**config.mk**
```make
export PLATFORM = sky130hd
export DESIGN_NAME = clint
export DESIGN_NICKNAME = d
export VERILOG_FILES = /design/src/rtl/soc_bus_pkg.sv /design/src/rtl/soc_irq_pkg.sv /design/src/rtl/clint.sv
export SDC_FILE = /design/constraint.sdc
export NUM_CORES = 1
export LEC_CHECK = 0
export ABC_AREA = 1
export BUFFER_PORTS_ARGS = -buffer_cell sky130_fd_sc_hd__buf_2
export CORE_MARGIN = 4
export CORE_UTILIZATION = 60
export DETAILED_ROUTE_END_ITERATION = 6
export PLACE_DENSITY_LB_ADDON = 0.05
export SLEW_MARGIN = 20
export SYNTH_ARGS = -nofsm -noshare
export SYNTH_HDL_FRONTEND = slang
export SYNTH_SLANG_ARGS = --single-unit
```
**constraint.sdc**
```tcl
create_clock -name clk -period 2.8 [get_ports clk]
set_clock_uncertainty 0.1 [all_clocks]
set_input_delay 0.56 -clock clk [delete_from_list [all_inputs] [get_ports clk]]
set_output_delay 0.56 -clock clk [all_outputs]
set_load 0.02 [all_outputs]
```
**src/rtl/soc_bus_pkg.sv**
```systemverilog
// ~~~~~~~~~~~~~~~~~~~~~~~~~~~~~~~~~~~~~~~~~~~~~~~~~~~~~~~~~~~~
// Data bus definitions
// Request and response structs, peripheral address map and
// data memory geometry
// ~~~~~~~~~~~~~~~~~~~~~~~~~~~~~~~~~~~~~~~~~~~~~~~~~~~~~~~~~~~~

package soc_bus_pkg;

    // Address map
    localparam logic [31:0] DMEM_BASE  = 32'h8000_0000;
    localparam logic [31:0] CLINT_BASE = 32'h0200_0000;
    localparam logic [31:0] PLIC_BASE  = 32'h0C00_0000;

    // Data memory depth in 32-bit words, power of two
    localparam int DMEM_WORDS = 256;
    localparam int DMEM_AW    = $clog2(DMEM_WORDS);

    // Region widths in bytes
    localparam logic [31:0] DMEM_SIZE  = 32'(DMEM_WORDS * 4);
    localparam logic [31:0] CLINT_SIZE = 32'h0001_0000;
    localparam logic [31:0] PLIC_SIZE  = 32'h0040_0000;

    typedef struct packed {
        logic [31:0] addr;
        logic [31:0] wdata;
        logic        we;
        logic        req;
    } type_lsu2dbus_s;

    typedef struct packed {
        logic [31:0] rdata;
        logic        ack;
    } type_dbus2lsu_s;

    // Broadcast to every slave
    typedef struct packed {
        logic [31:0] addr;
        logic [31:0] wdata;
        logic        we;
    } type_dbus2peri_s;

    typedef struct packed {
        logic [31:0] rdata;
    } type_peri2dbus_s;

endpackage : soc_bus_pkg

```
**src/rtl/soc_irq_pkg.sv**
```systemverilog
// ~~~~~~~~~~~~~~~~~~~~~~~~~~~~~~~~~~~~~~~~~~~~~~~~~~~~~~~~~~~~
// Interrupt definitions
// Core interrupt lines, CLINT and PLIC register offsets
// ~~~~~~~~~~~~~~~~~~~~~~~~~~~~~~~~~~~~~~~~~~~~~~~~~~~~~~~~~~~~

package soc_irq_pkg;

    typedef struct packed {
        logic ext_irq;
        logic timer_irq;
        logic soft_irq;
    } type_irq2core_s;

    // PLIC geometry, IDs run from 1 to PLIC_SOURCE_COUNT
    localparam int PLIC_SOURCE_COUNT = 2;
    localparam int PLIC_PRIO_W       = 3;
    localparam int PLIC_ID_W         = $clog2(PLIC_SOURCE_COUNT + 1);

    // PLIC offsets within its 4 MiB window
    localparam int                    PLIC_OFF_W         = 22;
    localparam logic [PLIC_OFF_W-1:0] PLIC_PRIORITY_OFF  = 22'h00_0000;
    localparam logic [PLIC_OFF_W-1:0] PLIC_PENDING_OFF   = 22'h00_1000;
    localparam logic [PLIC_OFF_W-1:0] PLIC_ENABLE_OFF    = 22'h00_2000;
    localparam logic [PLIC_OFF_W-1:0] PLIC_THRESHOLD_OFF = 22'h20_0000;
    localparam logic [PLIC_OFF_W-1:0] PLIC_CLAIM_OFF     = 22'h20_0004;

    // CLINT offsets within its 64 KiB window
    localparam int                     CLINT_OFF_W          = 16;
    localparam logic [CLINT_OFF_W-1:0] CLINT_MSIP_OFF       = 16'h0000;
    localparam logic [CLINT_OFF_W-1:0] CLINT_MTIMECMP_LO_OFF = 16'h4000;
    localparam logic [CLINT_OFF_W-1:0] CLINT_MTIMECMP_HI_OFF = 16'h4004;
    localparam logic [CLINT_OFF_W-1:0] CLINT_MTIME_LO_OFF   = 16'hBFF8;
    localparam logic [CLINT_OFF_W-1:0] CLINT_MTIME_HI_OFF   = 16'hBFFC;

endpackage : soc_irq_pkg

```
**src/rtl/clint.sv**
```systemverilog
// ~~~~~~~~~~~~~~~~~~~~~~~~~~~~~~~~~~~~~~~~~~~~~~~~~~~~~~~~~~~~
// Core-local interruptor
// Machine timer with compare and software interrupt bit
// ~~~~~~~~~~~~~~~~~~~~~~~~~~~~~~~~~~~~~~~~~~~~~~~~~~~~~~~~~~~~

`timescale 1ns/1ps

module clint (
    input  logic                         clk,
    input  logic                         arst_n_i,

    input  soc_bus_pkg::type_dbus2peri_s dbus2peri_i,
    input  logic                         clint_sel_i,
    output soc_bus_pkg::type_peri2dbus_s clint2dbus_o,

    output logic                         timer_irq_o,
    output logic                         soft_irq_o
);

    import soc_irq_pkg::*;

    logic [63:0]            mtime_q;
    logic [63:0]            mtimecmp_q;
    logic                   msip_q;
    logic                   timer_irq_q;
    logic [CLINT_OFF_W-1:0] reg_off;
    logic                   wr_en;
    logic [31:0]            rd_word;
    logic [31:0]            rdata_q;

    assign reg_off = dbus2peri_i.addr[CLINT_OFF_W-1:0];
    assign wr_en   = clint_sel_i & dbus2peri_i.we;

    always_ff @(posedge clk or negedge arst_n_i) begin
        if (!arst_n_i) begin
            mtime_q     <= '0;
            mtimecmp_q  <= '1;
            msip_q      <= 1'b0;
            timer_irq_q <= 1'b0;
        end else begin
            mtime_q     <= mtime_q + 64'd1;
            timer_irq_q <= (mtime_q >= mtimecmp_q);
            if (wr_en) begin
                case (reg_off)
                    CLINT_MSIP_OFF:        msip_q <= dbus2peri_i.wdata[0];
                    CLINT_MTIMECMP_LO_OFF: mtimecmp_q[31:0] <= dbus2peri_i.wdata;
                    CLINT_MTIMECMP_HI_OFF: mtimecmp_q[63:32] <= dbus2peri_i.wdata;
                    // A write to mtime replaces this cycle's increment
                    CLINT_MTIME_LO_OFF:    mtime_q <= {mtime_q[63:32], dbus2peri_i.wdata};
                    CLINT_MTIME_HI_OFF:    mtime_q <= {dbus2peri_i.wdata, mtime_q[31:0]};
                    default: ;
                endcase
            end
        end
    end

    always_comb begin
        case (reg_off)
            CLINT_MSIP_OFF:        rd_word = {31'd0, msip_q};
            CLINT_MTIMECMP_LO_OFF: rd_word = mtimecmp_q[31:0];
            CLINT_MTIMECMP_HI_OFF: rd_word = mtimecmp_q[63:32];
            CLINT_MTIME_LO_OFF:    rd_word = mtime_q[31:0];
            CLINT_MTIME_HI_OFF:    rd_word = mtime_q[63:32];
            default:               rd_word = '0;
        endcase
    end

    always_ff @(posedge clk) begin
        if (clint_sel_i) begin
            rdata_q <= rd_word;
        end
    end

    assign clint2dbus_o.rdata = rdata_q;
    assign timer_irq_o        = timer_irq_q;
    assign soft_irq_o         = msip_q;

endmodule : clint

```
# Word-level counts from Yosys, hierarchy flattened
# Index checks and enable logic that the tools add are counted.
[totals]
reg_bits = 162
in_bits = 68
output_inout_bits = 34
word_cells = 23
[op_classes]
n_addsub = 1
n_lt_le_gt_ge = 1
eq_ne = 6
n_mux = 3
bitwise = 1
n_reduce_logical = 4
[ops]
columns = ["operator", "n"]
rows = [
  ["$pmux 32 s5", 1],
  ["$pmux 64 s2", 1],
  ["$add 64x1->64 const B", 1],
  ["$ge 64x64->1", 1],
  ["$mux 64", 1],
  ["$eq 16x15->1 const B", 2],
  ["$eq 16x16->1 const B", 2],
  ["$logic_not 16->1", 1],
  ["$reduce_and 2->1", 3],
  ["$ne 2x2->1 const B", 2],
  ["$and 1x1->1", 1],
]

# Longest topological paths before layout
# Gate-level depths: netlist of the first run.
[logic_depth]
ltp_word = 3
ltp_mapped = 15
mapped_depth_nobuf = 15

# Worst setup path after synthesis of the first run
# Ideal clock, no wire load.
[synth_path]
kind = "input to register"
startpoint = "in dbus2peri_i[47] (netlist name)"
endpoint = "reg mtime_q[54]"
setup_time_ns = 0.118
arrival_time_ns = 1.615
t_required_ns = 2.582
path_slack_ns = 0.968
cell_stages = 11
path_buffers = 1
cell_sequence = "inv_1 -> nand2_1 -> nor2_4 -> nand2_4 -> inv_2 -> nand3_4 -> nor2_8 -> nor2_4 -> buf_6 -> a21oi_1 -> nor2_1"
[synth_between]
elab_chain_len = 3
elab_cells_between_ends = 5
classes_between = "3 x eq/ne; 2 x mux"
[synth_rtl]
columns = ["item", "line_no", "text"]
rows = [
  ["start, declared", "clint.sv:12", "input soc_bus_pkg::type_dbus2peri_s dbus2peri_i,"],
  ["$eq 16x16->1", "clint.sv:44", "case (reg_off)"],
  ["$pmux 64 s2", "clint.sv:44", ""],
  ["$mux 64", "clint.sv:43", "if (wr_en) begin"],
  ["end signal, assigned", "clint.sv:41", "mtime_q <= mtime_q + 64'd1;"],
  ["end signal, assigned", "clint.sv:49", "CLINT_MTIME_LO_OFF: mtime_q <= {mtime_q[63:32], dbus2peri_i.wdata};"],
  ["end signal, assigned", "clint.sv:50", "CLINT_MTIME_HI_OFF: mtime_q <= {dbus2peri_i.wdata, mtime_q[31:0]};"],
  ["end, declared", "clint.sv:22", "logic [63:0] mtime_q;"],
]
# Several ways; a longest one is shown, not always the timed one.
# A chain may end at the register's enable or synchronous reset.

# Worst setup path in the final report of the first run
[layout_path]
startpoint = "reg mtimecmp_q[63]"
endpoint = "reg timer_irq_q, in the netlist timer_irq_o"
[layout_between]
elab_chain_len = 1
[layout_rtl]
columns = ["item", "line_no", "text"]
rows = [
  ["start, declared", "clint.sv:23", "logic [63:0] mtimecmp_q;"],
  ["start signal, assigned", "clint.sv:47", "CLINT_MTIMECMP_HI_OFF: mtimecmp_q[63:32] <= dbus2peri_i.wdata;"],
  ["$ge 64x64->1", "clint.sv:42", "timer_irq_q <= (mtime_q >= mtimecmp_q);"],
  ["end signal, assigned", "clint.sv:42", ""],
  ["end, declared", "clint.sv:25", "logic timer_irq_q;"],
]
# No other way between the ends.

==> metrics.log, run 1 <==
[metrics] Post-Syn Nets: 1,661
[metrics] dominant synthesized flop cell: sky130_fd_sc_hd__dfrtp_1
[metrics] Post-Route WL: 36.3 mm
[metrics] required time of the worst setup path: between 3 and 4 ns
[metrics] DRC violation count after routing: 0
[metrics] Cell Pwr Density: 423 nW/um^2
[metrics] buffer levels on the longest clock path: 2
[metrics] CP Class: reg -> reg
[metrics] DIE AREA: 21,100 um^2
[metrics] RSZ-0062 raised after global routing: false
[metrics] routability-driven placement congestion ratio: between 1 and 1.5
[metrics] clock sinks: around 160
[metrics] global-route wire length before repair: 56.8 mm
[metrics] overall via count from detail_route: about 11,000
[metrics] final worst-path setup slack: 0.430 ns
[metrics] number of unique standard cell types used by synthesis: a little over 50
[metrics] multiplexer fraction of the synthesized cell area: 0%
[metrics] Hold Violations, Final: 0
[metrics] number of global-route vias before repair: 10,500
[metrics] compound-cell area share of the yosys netlist: 13.7%
[metrics] Post-synth ARST share: 80.2%
[metrics] DP Wirelength: 26.8 mm
[metrics] total of flip-flops plus latches after synthesis: between 150 and 200
[metrics] antenna violations before repair: 0
[metrics] outcome: complete, no violations
[metrics] worst vdd ir: about 0.42 mV
[metrics] clock transition at the registers of the reported paths: 0.07 ns
[metrics] Root Buffer: sky130_fd_sc_hd__clkbuf_16
[metrics] start point of the critical path: mtimecmp_q[63]$_DFFE_PN1P_
[metrics] Total Routing Usage GR: 34.1%
[metrics] Max transition margin: between 50% and 60%
[metrics] worst path arrival time: 2.65 ns
[metrics] share of Yosys cell area claimed by the top area cell type: 15.4%
[metrics] classification of the worst-slack hold path: in -> reg
[metrics] initial detailed-routing violation count: 1,052
[metrics] final net count: 1,744
[metrics] highest clock frequency the design can meet: 422 MHz
[metrics] post-DR wirelength/cell: ~20 um
[metrics] post-synthesis instance total: about 1,500
[metrics] part of the cycle the worst path needs: 84.6%
[metrics] xor/xnor share of the synthesized area: 2.48%
[metrics] layer carrying the most global-route usage: met2
[metrics] length of the first detailed-routing pass in iterations: 5
[metrics] core utilization of the finished layout: around 69%
[metrics] clock period minus worst slack: between 2 and 2.5 ns
[metrics] vertical die dimension: 145 um
[metrics] number of placed I/O pins: between 100 and 150
[metrics] CTS H-tree depth: 4
[metrics] Chip Width: 145 um
[metrics] post-synthesis to final-layout area growth: 11.2%
[metrics] TritonCTS clock tree: done
[metrics] number of nets still failing antenna checks after routing: 0
[metrics] Post-Route Hold Slack: 0.263 ns
[metrics] GRT overflow: 0
[metrics] adder-cell share of the synthesized area: 7.20%
[metrics] syn_area_per_cell: 7.39 um^2
[metrics] Final setup violation count: 0
[metrics] post-synthesis instance area: 11,300 um^2
[metrics] leakage power figure: 0.00534 uW
[metrics] reg-to-reg startpoint: mtimecmp_q[63]$_DFFE_PN1P_
[metrics] detail-routed via count per cell: 5.93
[metrics] effective utilization at floorplan: between 60 and 70%
[metrics] max_cap viols: 0
[metrics] final-report max-slew violation count: 0
[metrics] synth warn: 0
[metrics] Antenna diodes: 0
[metrics] Buffers on Ports: 85
[metrics] Skew-Pair Late Insertion Delay: 0.44 ns
[metrics] maximum number of pins on one net before global-route repair: 65
[metrics] grt met1 use: 46.6%
[metrics] total core area: 18,200 um^2
[metrics] flop-to-flop setup slack: 0.43 ns
[metrics] Total Neg Setup Slack: 0 ns
[metrics] main combinational cell family by area after synthesis: simple AND/OR/NAND/NOR gates
[metrics] number of cell instances on the worst register-to-register path: 9
[metrics] biggest area contributors in the synthesized netlist: sky130_fd_sc_hd__nand2_1 15%, sky130_fd_sc_hd__dfstp_2 15%, sky130_fd_sc_hd__dfrtp_1 15%, sky130_fd_sc_hd__edfxtp_1 8.5%, sky130_fd_sc_hd__ha_1 7.2%
[metrics] EDFF count, synth: 32
[metrics] worst-path maximum fanout: 2
[metrics] met2 capacity usage during global routing: 54.2%
[metrics] number of cells traversed by the worst hold path: 3
[metrics] share of cells above drive strength 1: 16.9%
[metrics] number of rows in the core area: 49
[metrics] critical path launch point type: register
[metrics] post-synthesis sequential area ratio: 38.0%
[metrics] Worst Max-Slew Pin Slew: 0.690 ns
[metrics] simple-gate area share of the yosys netlist: 30.4%
[metrics] most area-hungry cell type in the Yosys netlist: sky130_fd_sc_hd__nand2_1
[metrics] hold path start: dbus2peri_i[21]
[metrics] endpoint class of the critical path: register
[metrics] pre-CTS WS: just over 0.4 ns
[metrics] TritonCTS Buffers: 17
[metrics] number of gates given a new drive strength after cts: 0
[metrics] global-route met3 utilization: 6.61%
placed cells by master (no fill, tap or decap), types with 4 or more instances in the layout:
master / Yosys / layout
sky130_fd_sc_hd__xor2_1: 15 / 15
sky130_fd_sc_hd__o21ai_0: 85 / 85
sky130_fd_sc_hd__xnor2_1: 17 / 17
sky130_fd_sc_hd__nand4_1: 17 / 17
sky130_fd_sc_hd__o21ai_1: 23 / 23
sky130_fd_sc_hd__clkbuf_16: 0 / 17
sky130_fd_sc_hd__o211ai_1: 12 / 12
sky130_fd_sc_hd__nor2_2: 14 / 14
sky130_fd_sc_hd__inv_1: 169 / 169
sky130_fd_sc_hd__nand2_4: 4 / 4
sky130_fd_sc_hd__nor3_1: 14 / 14
sky130_fd_sc_hd__dfrtp_1: 66 / 66
sky130_fd_sc_hd__a21oi_1: 78 / 78
sky130_fd_sc_hd__inv_6: 0 / 5
sky130_fd_sc_hd__nand2_1: 463 / 463
sky130_fd_sc_hd__inv_2: 9 / 9
sky130_fd_sc_hd__edfxtp_1: 32 / 32
sky130_fd_sc_hd__o21a_1: 4 / 4
sky130_fd_sc_hd__a22oi_1: 21 / 21
sky130_fd_sc_hd__nor2_4: 13 / 13
sky130_fd_sc_hd__o21bai_1: 4 / 4
sky130_fd_sc_hd__nand3_1: 53 / 53
sky130_fd_sc_hd__nor2_1: 166 / 166
sky130_fd_sc_hd__ha_1: 65 / 65
sky130_fd_sc_hd__buf_2: 17 / 84
sky130_fd_sc_hd__o2111ai_1: 15 / 15
sky130_fd_sc_hd__buf_4: 7 / 19
sky130_fd_sc_hd__nand2_2: 13 / 13
sky130_fd_sc_hd__dfstp_2: 64 / 64
sky130_fd_sc_hd__o221ai_1: 16 / 16
sky130_fd_sc_hd__nand3_2: 4 / 4
report_power, final:
| part | internal, uW | leakage, uW | total [uW] | switching [uW] |
|---|---|---|---|---|
| clock network | 1340 | 0.000285 | 2430 | 1090 |
| registers | 2450 | 0.00181 | 2510 | 60.6 |
| logic | 128 | 0.00324 | 371 | 243 |
| total | 3920 | 0.00534 | 5310 | 1390 |
stage by stage:
stage | area [um^2] | power, uW | cells
final | 12600 | 5310 | 1853
after global routing | 12600 | 5490 | 1853
after CTS | 12600 | 5320 | 1853
after detailed placement | 12000 | 2920 | 1820
after global placement | 12000 | 2910 | 1820
after floorplan | 11300 | 2740 | 1528
cell families after synthesis:
logic type	Yosys count
AND/OR/NAND/NOR	782
AO/OA/AOI/OAI	263
buffers and inverters	224
flip-flops	162
adder cells (fa/ha/maj)	65
XOR/XNOR	32
cells in the mapped netlist (all sizes together), types with 2 or more instances:
cell type / count
clkbuf: 13
inv: 178
o221ai: 16
o21ai: 108
and3: 2
o22ai: 2
buf: 30
nand4: 18
o2111ai: 15
nand2: 480
nand3b: 2
o21a: 4
xnor2: 17
or2: 2
edfxtp: 32
nor3b: 2
xor2: 15
a31oi: 2
a21oi: 78
dfstp: 64
dfrtp: 66
o211ai: 12
ha: 65
nor3: 18
and2: 2
nor2: 196
a22oi: 21
clkinv: 3
nand3: 59
o21bai: 4
routing by layer:
| metal | up-vias | share of wire [%] |
|---|---|---|
| li1 | 5183 | - |
| met1 | 5175 | 41 |
| met2 | 517 | 46 |
| met3 | 109 | 9.1 |
| met4 | 0 | 3.4 |
| met5 | - | 0 |
path summary, 6_finish.rpt:
| path | end |
|---|---|
| worst min register to register | mtimecmp_q[25]$_DFFE_PN1P_ |
| worst max-delay path | timer_irq_o$_DFF_PN0_ |
| worst min-delay path | mtimecmp_q[20]$_DFFE_PN1P_ |
| min in group asynchronous | soft_irq_o$_DFFE_PN0P_ |
| max in group asynchronous | mtimecmp_q[18]$_DFFE_PN1P_ |
| worst max register to register | timer_irq_o$_DFF_PN0_ |
state kept, by name, indices dropped and copies added (netlist names):
register and cells:
mtimecmp_q 64, soft_irq_o 1, timer_irq_o 1, clint2dbus_o 32, mtime_q 64
critical path, stage by stage, from the launching register on:
cell                      delay [ns]
sky130_fd_sc_hd__dfstp_2        0.53
sky130_fd_sc_hd__inv_1          0.05
sky130_fd_sc_hd__ha_1           0.29
sky130_fd_sc_hd__nand2_1        0.09
sky130_fd_sc_hd__nor2_1         0.23
sky130_fd_sc_hd__and2_1         0.25
sky130_fd_sc_hd__nand3_1        0.24
sky130_fd_sc_hd__nor3b_1        0.31
sky130_fd_sc_hd__nand3_1        0.11
sky130_fd_sc_hd__nand3_1        0.11
final cells by class:
type                    instances  area [um^2]
multi-input cells            1142         6070
fillers                      1579         5640
flip-flops and latches        162         4290
inverters                     181          682
repair buffers                107          633
clock buffers                  17          425
well taps                     229          287
clock inverters                15          171
timing repair:
| action | CTS | global route |
|---|---|---|
| setup buffers | 0 | 0 |
| hold buffers | 1 | 0 |
| hold endpoints to repair | 18 | 0 |
(Power assumes the default switching activity.)
==> inputs of run 2 (changes only) <==
Clock period 2.8 ns to 2.3 ns, I/O delays scaled along.
==> metrics.log, run 2 (same netlist as run 1, synthesis figures left out) <==
[metrics] total core area: 18,200 um^2 (unchanged)
[metrics] number of inserted filler cells in the final layout: 1,523 (was 1,579)
[metrics] multi-input gate area in the final layout: 6080 um^2 (was 6070 um^2)
[metrics] critical path cell sequence: nand2_1, nor2_2, nand3_1, inv_2, nand2_2, nor2_1, nand2_1, nand2_1, nand2_1, a21oi_1 (was inv_1, ha_1, nand2_1, nor2_1, and2_1, nand3_1, nor3b_1, nand3_1, nand3_1)
[metrics] top library cells by usage in the layout, fill and taps aside: 463 x sky130_fd_sc_hd__nand2_1, 169 x sky130_fd_sc_hd__inv_1, 166 x sky130_fd_sc_hd__nor2_1 (unchanged)
[metrics] buffer levels on the longest clock path: 2 (unchanged)
[metrics] length of the first detailed-routing pass in iterations: 6 (was 5)
[metrics] cell class contributing the biggest share of worst-path delay: simple AND/OR/NAND/NOR gates (unchanged)
[metrics] CP dominant cell by count: sky130_fd_sc_hd__nand2_1 (was sky130_fd_sc_hd__nand3_1)
[metrics] detail-routed via count per cell: 5.92 (was 5.93)
[metrics] final net count: 1,779 (was 1,744)
[metrics] total setup buffers inserted after CTS: 0 (unchanged)
[metrics] clock transition at the registers of the reported paths: 0.07 ns (about the same)
[metrics] number of nets still failing antenna checks after routing: 0 (unchanged)
[metrics] endpoint class of the critical path: register (unchanged)
[metrics] core utilization of the finished layout: 71.2% (was 69.0%)
[metrics] clock network power share: 48.0% (was 45.7%)
[metrics] TritonCTS clock tree: done (unchanged)
[metrics] worst path arrival time: 2.44 ns (was 2.65 ns)
[metrics] sum of buffers and inverters on the critical path: 1 (unchanged)
[metrics] Hold Violations, Final: 0 (unchanged)
[metrics] post-DR wirelength/cell: 19.7 um (was 19.6 um)
[metrics] CTS H-tree depth: 4 (unchanged)
[metrics] RSZ-0062 raised after global routing: false (unchanged)
[metrics] Cell Pwr Density: 523 nW/um^2 (was 423 nW/um^2)
[metrics] CP max stage cell: sky130_fd_sc_hd__dfrtp_1 (was sky130_fd_sc_hd__dfstp_2)
[metrics] slowest stage delay, CP: 0.52 ns (was 0.53 ns)
[metrics] global-route wire length before repair: 58.7 mm (was 56.8 mm)
[metrics] maximum number of pins on one net before global-route repair: 65 (unchanged)
[metrics] cell-internal power: 5060 uW (was 3920 uW)
[metrics] Chip Width: 145 um (unchanged)
[metrics] share of cells above drive strength 1: 18.7% (was 16.9%)
[metrics] Sw Pwr: 1720 uW (was 1390 uW)
[metrics] max_cap viols: 0 (unchanged)
[metrics] Total Routing Usage GR: 35.2% (was 34.1%)
[metrics] storage element area: 4290 um^2 (unchanged)
[metrics] effective utilization at floorplan: 62.0% (unchanged)
[metrics] number of placed I/O pins: 102 (unchanged)
[metrics] required time of the worst setup path: 2.56 ns (was 3.08 ns)
[metrics] worst vdd ir: 0.503 mV (was 0.415 mV)
[metrics] overall via count from detail_route: 11,200 (was 11,000)
[metrics] number of rows in the core area: 49 (unchanged)
[metrics] GRT overflow: 0 (unchanged)
[metrics] Sequential Power Share: 45.1% (was 47.3%)
[metrics] clock period minus worst slack: 2.18 ns (was 2.37 ns)
[metrics] Buffers on Ports: 85 (unchanged)
[metrics] leakage power figure: 0.00557 uW (was 0.00534 uW)
[metrics] count of non-filler cells in the finished layout: 1,888 (was 1,853)
[metrics] Final setup violation count: 0 (unchanged)
[metrics] combinational group share of total power: 6.8% (was 7.0%)
[metrics] final worst-path setup slack: 0.122 ns (was 0.430 ns)
[metrics] worst-path maximum fanout: 8 (was 2)
[metrics] clock sinks: 162 (unchanged)
[metrics] part of the cycle the worst path needs: 94.7% (was 84.6%)
[metrics] Skew-Pair Late Insertion Delay: 0.44 ns (about the same)
[metrics] outcome: complete, no violations (unchanged)
[metrics] vertical die dimension: 145 um (unchanged)
[metrics] TritonCTS Buffers: 17 (unchanged)
[metrics] number of global-route vias before repair: 11,000 (was 10,500)
[metrics] post-synthesis to final-layout area growth: 14.7% (was 11.2%)
[metrics] final-report max-slew violation count: 0 (unchanged)
[metrics] Max transition margin: 54.2% (was 54.0%)
[metrics] initial detailed-routing violation count: 1,127 (was 1,052)
[metrics] Total Neg Setup Slack: 0 ns (unchanged)
[metrics] CP Class: reg -> reg (unchanged)
[metrics] DRC violation count after routing: 0 (unchanged)
[metrics] pre-CTS WS: 0.0492 ns (was 0.411 ns)
[metrics] antenna violations before repair: 0 (unchanged)
[metrics] most common library cell in the layout ignoring fill and taps: sky130_fd_sc_hd__nand2_1 (unchanged)
[metrics] Post-Route WL: 37.1 mm (was 36.3 mm)
[metrics] classification of the worst-slack hold path: in -> reg (unchanged)
[metrics] Root Buffer: sky130_fd_sc_hd__clkbuf_16 (unchanged)
[metrics] switching portion of total power: 25.3% (was 26.2%)
[metrics] Worst Max-Slew Pin Slew: 0.686 ns (was 0.690 ns)
[metrics] Antenna diodes: 0 (unchanged)
[metrics] DIE AREA: 21,100 um^2 (unchanged)
[metrics] critical path launch point type: register (unchanged)
[metrics] DP Wirelength: 28.0 mm (was 26.8 mm)
[metrics] dpl cells: 1,855 (was 1,820)
[metrics] routability-driven placement congestion ratio: 1.05 (was 1.03)
[metrics] highest clock frequency the design can meet: 459 MHz (was 422 MHz)
## run 2: per-stage QoR
step                instance area (um^2)  total power, uW  hold WS [ns]
global placement                   12300             3550         0.301
detailed placement                 12300             3560         0.306
floorplan                          11300             3340        0.0644
finish                             13000             6780         0.169
global route                       13000             6980         0.189
CTS                                12900             6790         0.161
## run 2: worst register-to-register path, delay by kind of cell (launching register included)
kind / cells / cell delay (ns)
buf+inv: 1 / 0.15
flops: 1 / 0.52
simple gates: 8 / 1.18
compound gates: 1 / 0.16
## run 2: area by class of cell
type	count	area share [%]
timing repair buffer	142	7.30
sequential	162	33.1
inverter	181	5.26
clock buffer	18	3.48
tap	229	2.21
clock inverter	14	1.64
multi-input combinational	1142	47.0
## run 2: timing repair
item                                    CTS  global route
gates resized for setup                   0             2
hold buffers                              1             0
endpoints found under the setup margin    0             2
endpoints found under the hold margin     1             0
## run 2: final timing paths
| kind | start | to | slack, ns | depth (start not counted) |
|---|---|---|---|---|
| max in group asynchronous | arst_n_i | mtimecmp_q[45]$_DFFE_PN1P_ | 0.95 | 3 |
| worst max-delay path | mtime_q[2]$_DFFE_PN0P_ | mtime_q[57]$_DFFE_PN0P_ | 0.12 | 10 |
| worst min register to register | mtimecmp_q[25]$_DFFE_PN1P_ | mtimecmp_q[25]$_DFFE_PN1P_ | 0.38 | 2 |
| worst min-delay path | dbus2peri_i[2] | mtimecmp_q[1]$_DFFE_PN1P_ | 0.17 | 3 |
| worst max register to register | mtime_q[2]$_DFFE_PN0P_ | mtime_q[57]$_DFFE_PN0P_ | 0.12 | 10 |
| min in group asynchronous | arst_n_i | soft_irq_o$_DFFE_PN0P_ | 0.40 | 2 |
## run 2: power groups by stage
stage	sequential (uW)	combinational, uW	clock (uW)
global route	3060	515	3400
global placement	3100	441	0
floorplan	3110	221	0
detailed placement	3110	452	0
CTS	3060	463	3270
finish	3060	464	3260
## run 2: per-layer routing
layer | track usage (%) | vias to the layer above | share of wire [%]
met5 | 0 | - | 0
met4 | 13.9 | 0 | 3.4
met3 | 5.30 | 111 | 8.9
met2 | 57.4 | 595 | 47
met1 | 47.5 | 5231 | 41
li1 | - | 5240 | -
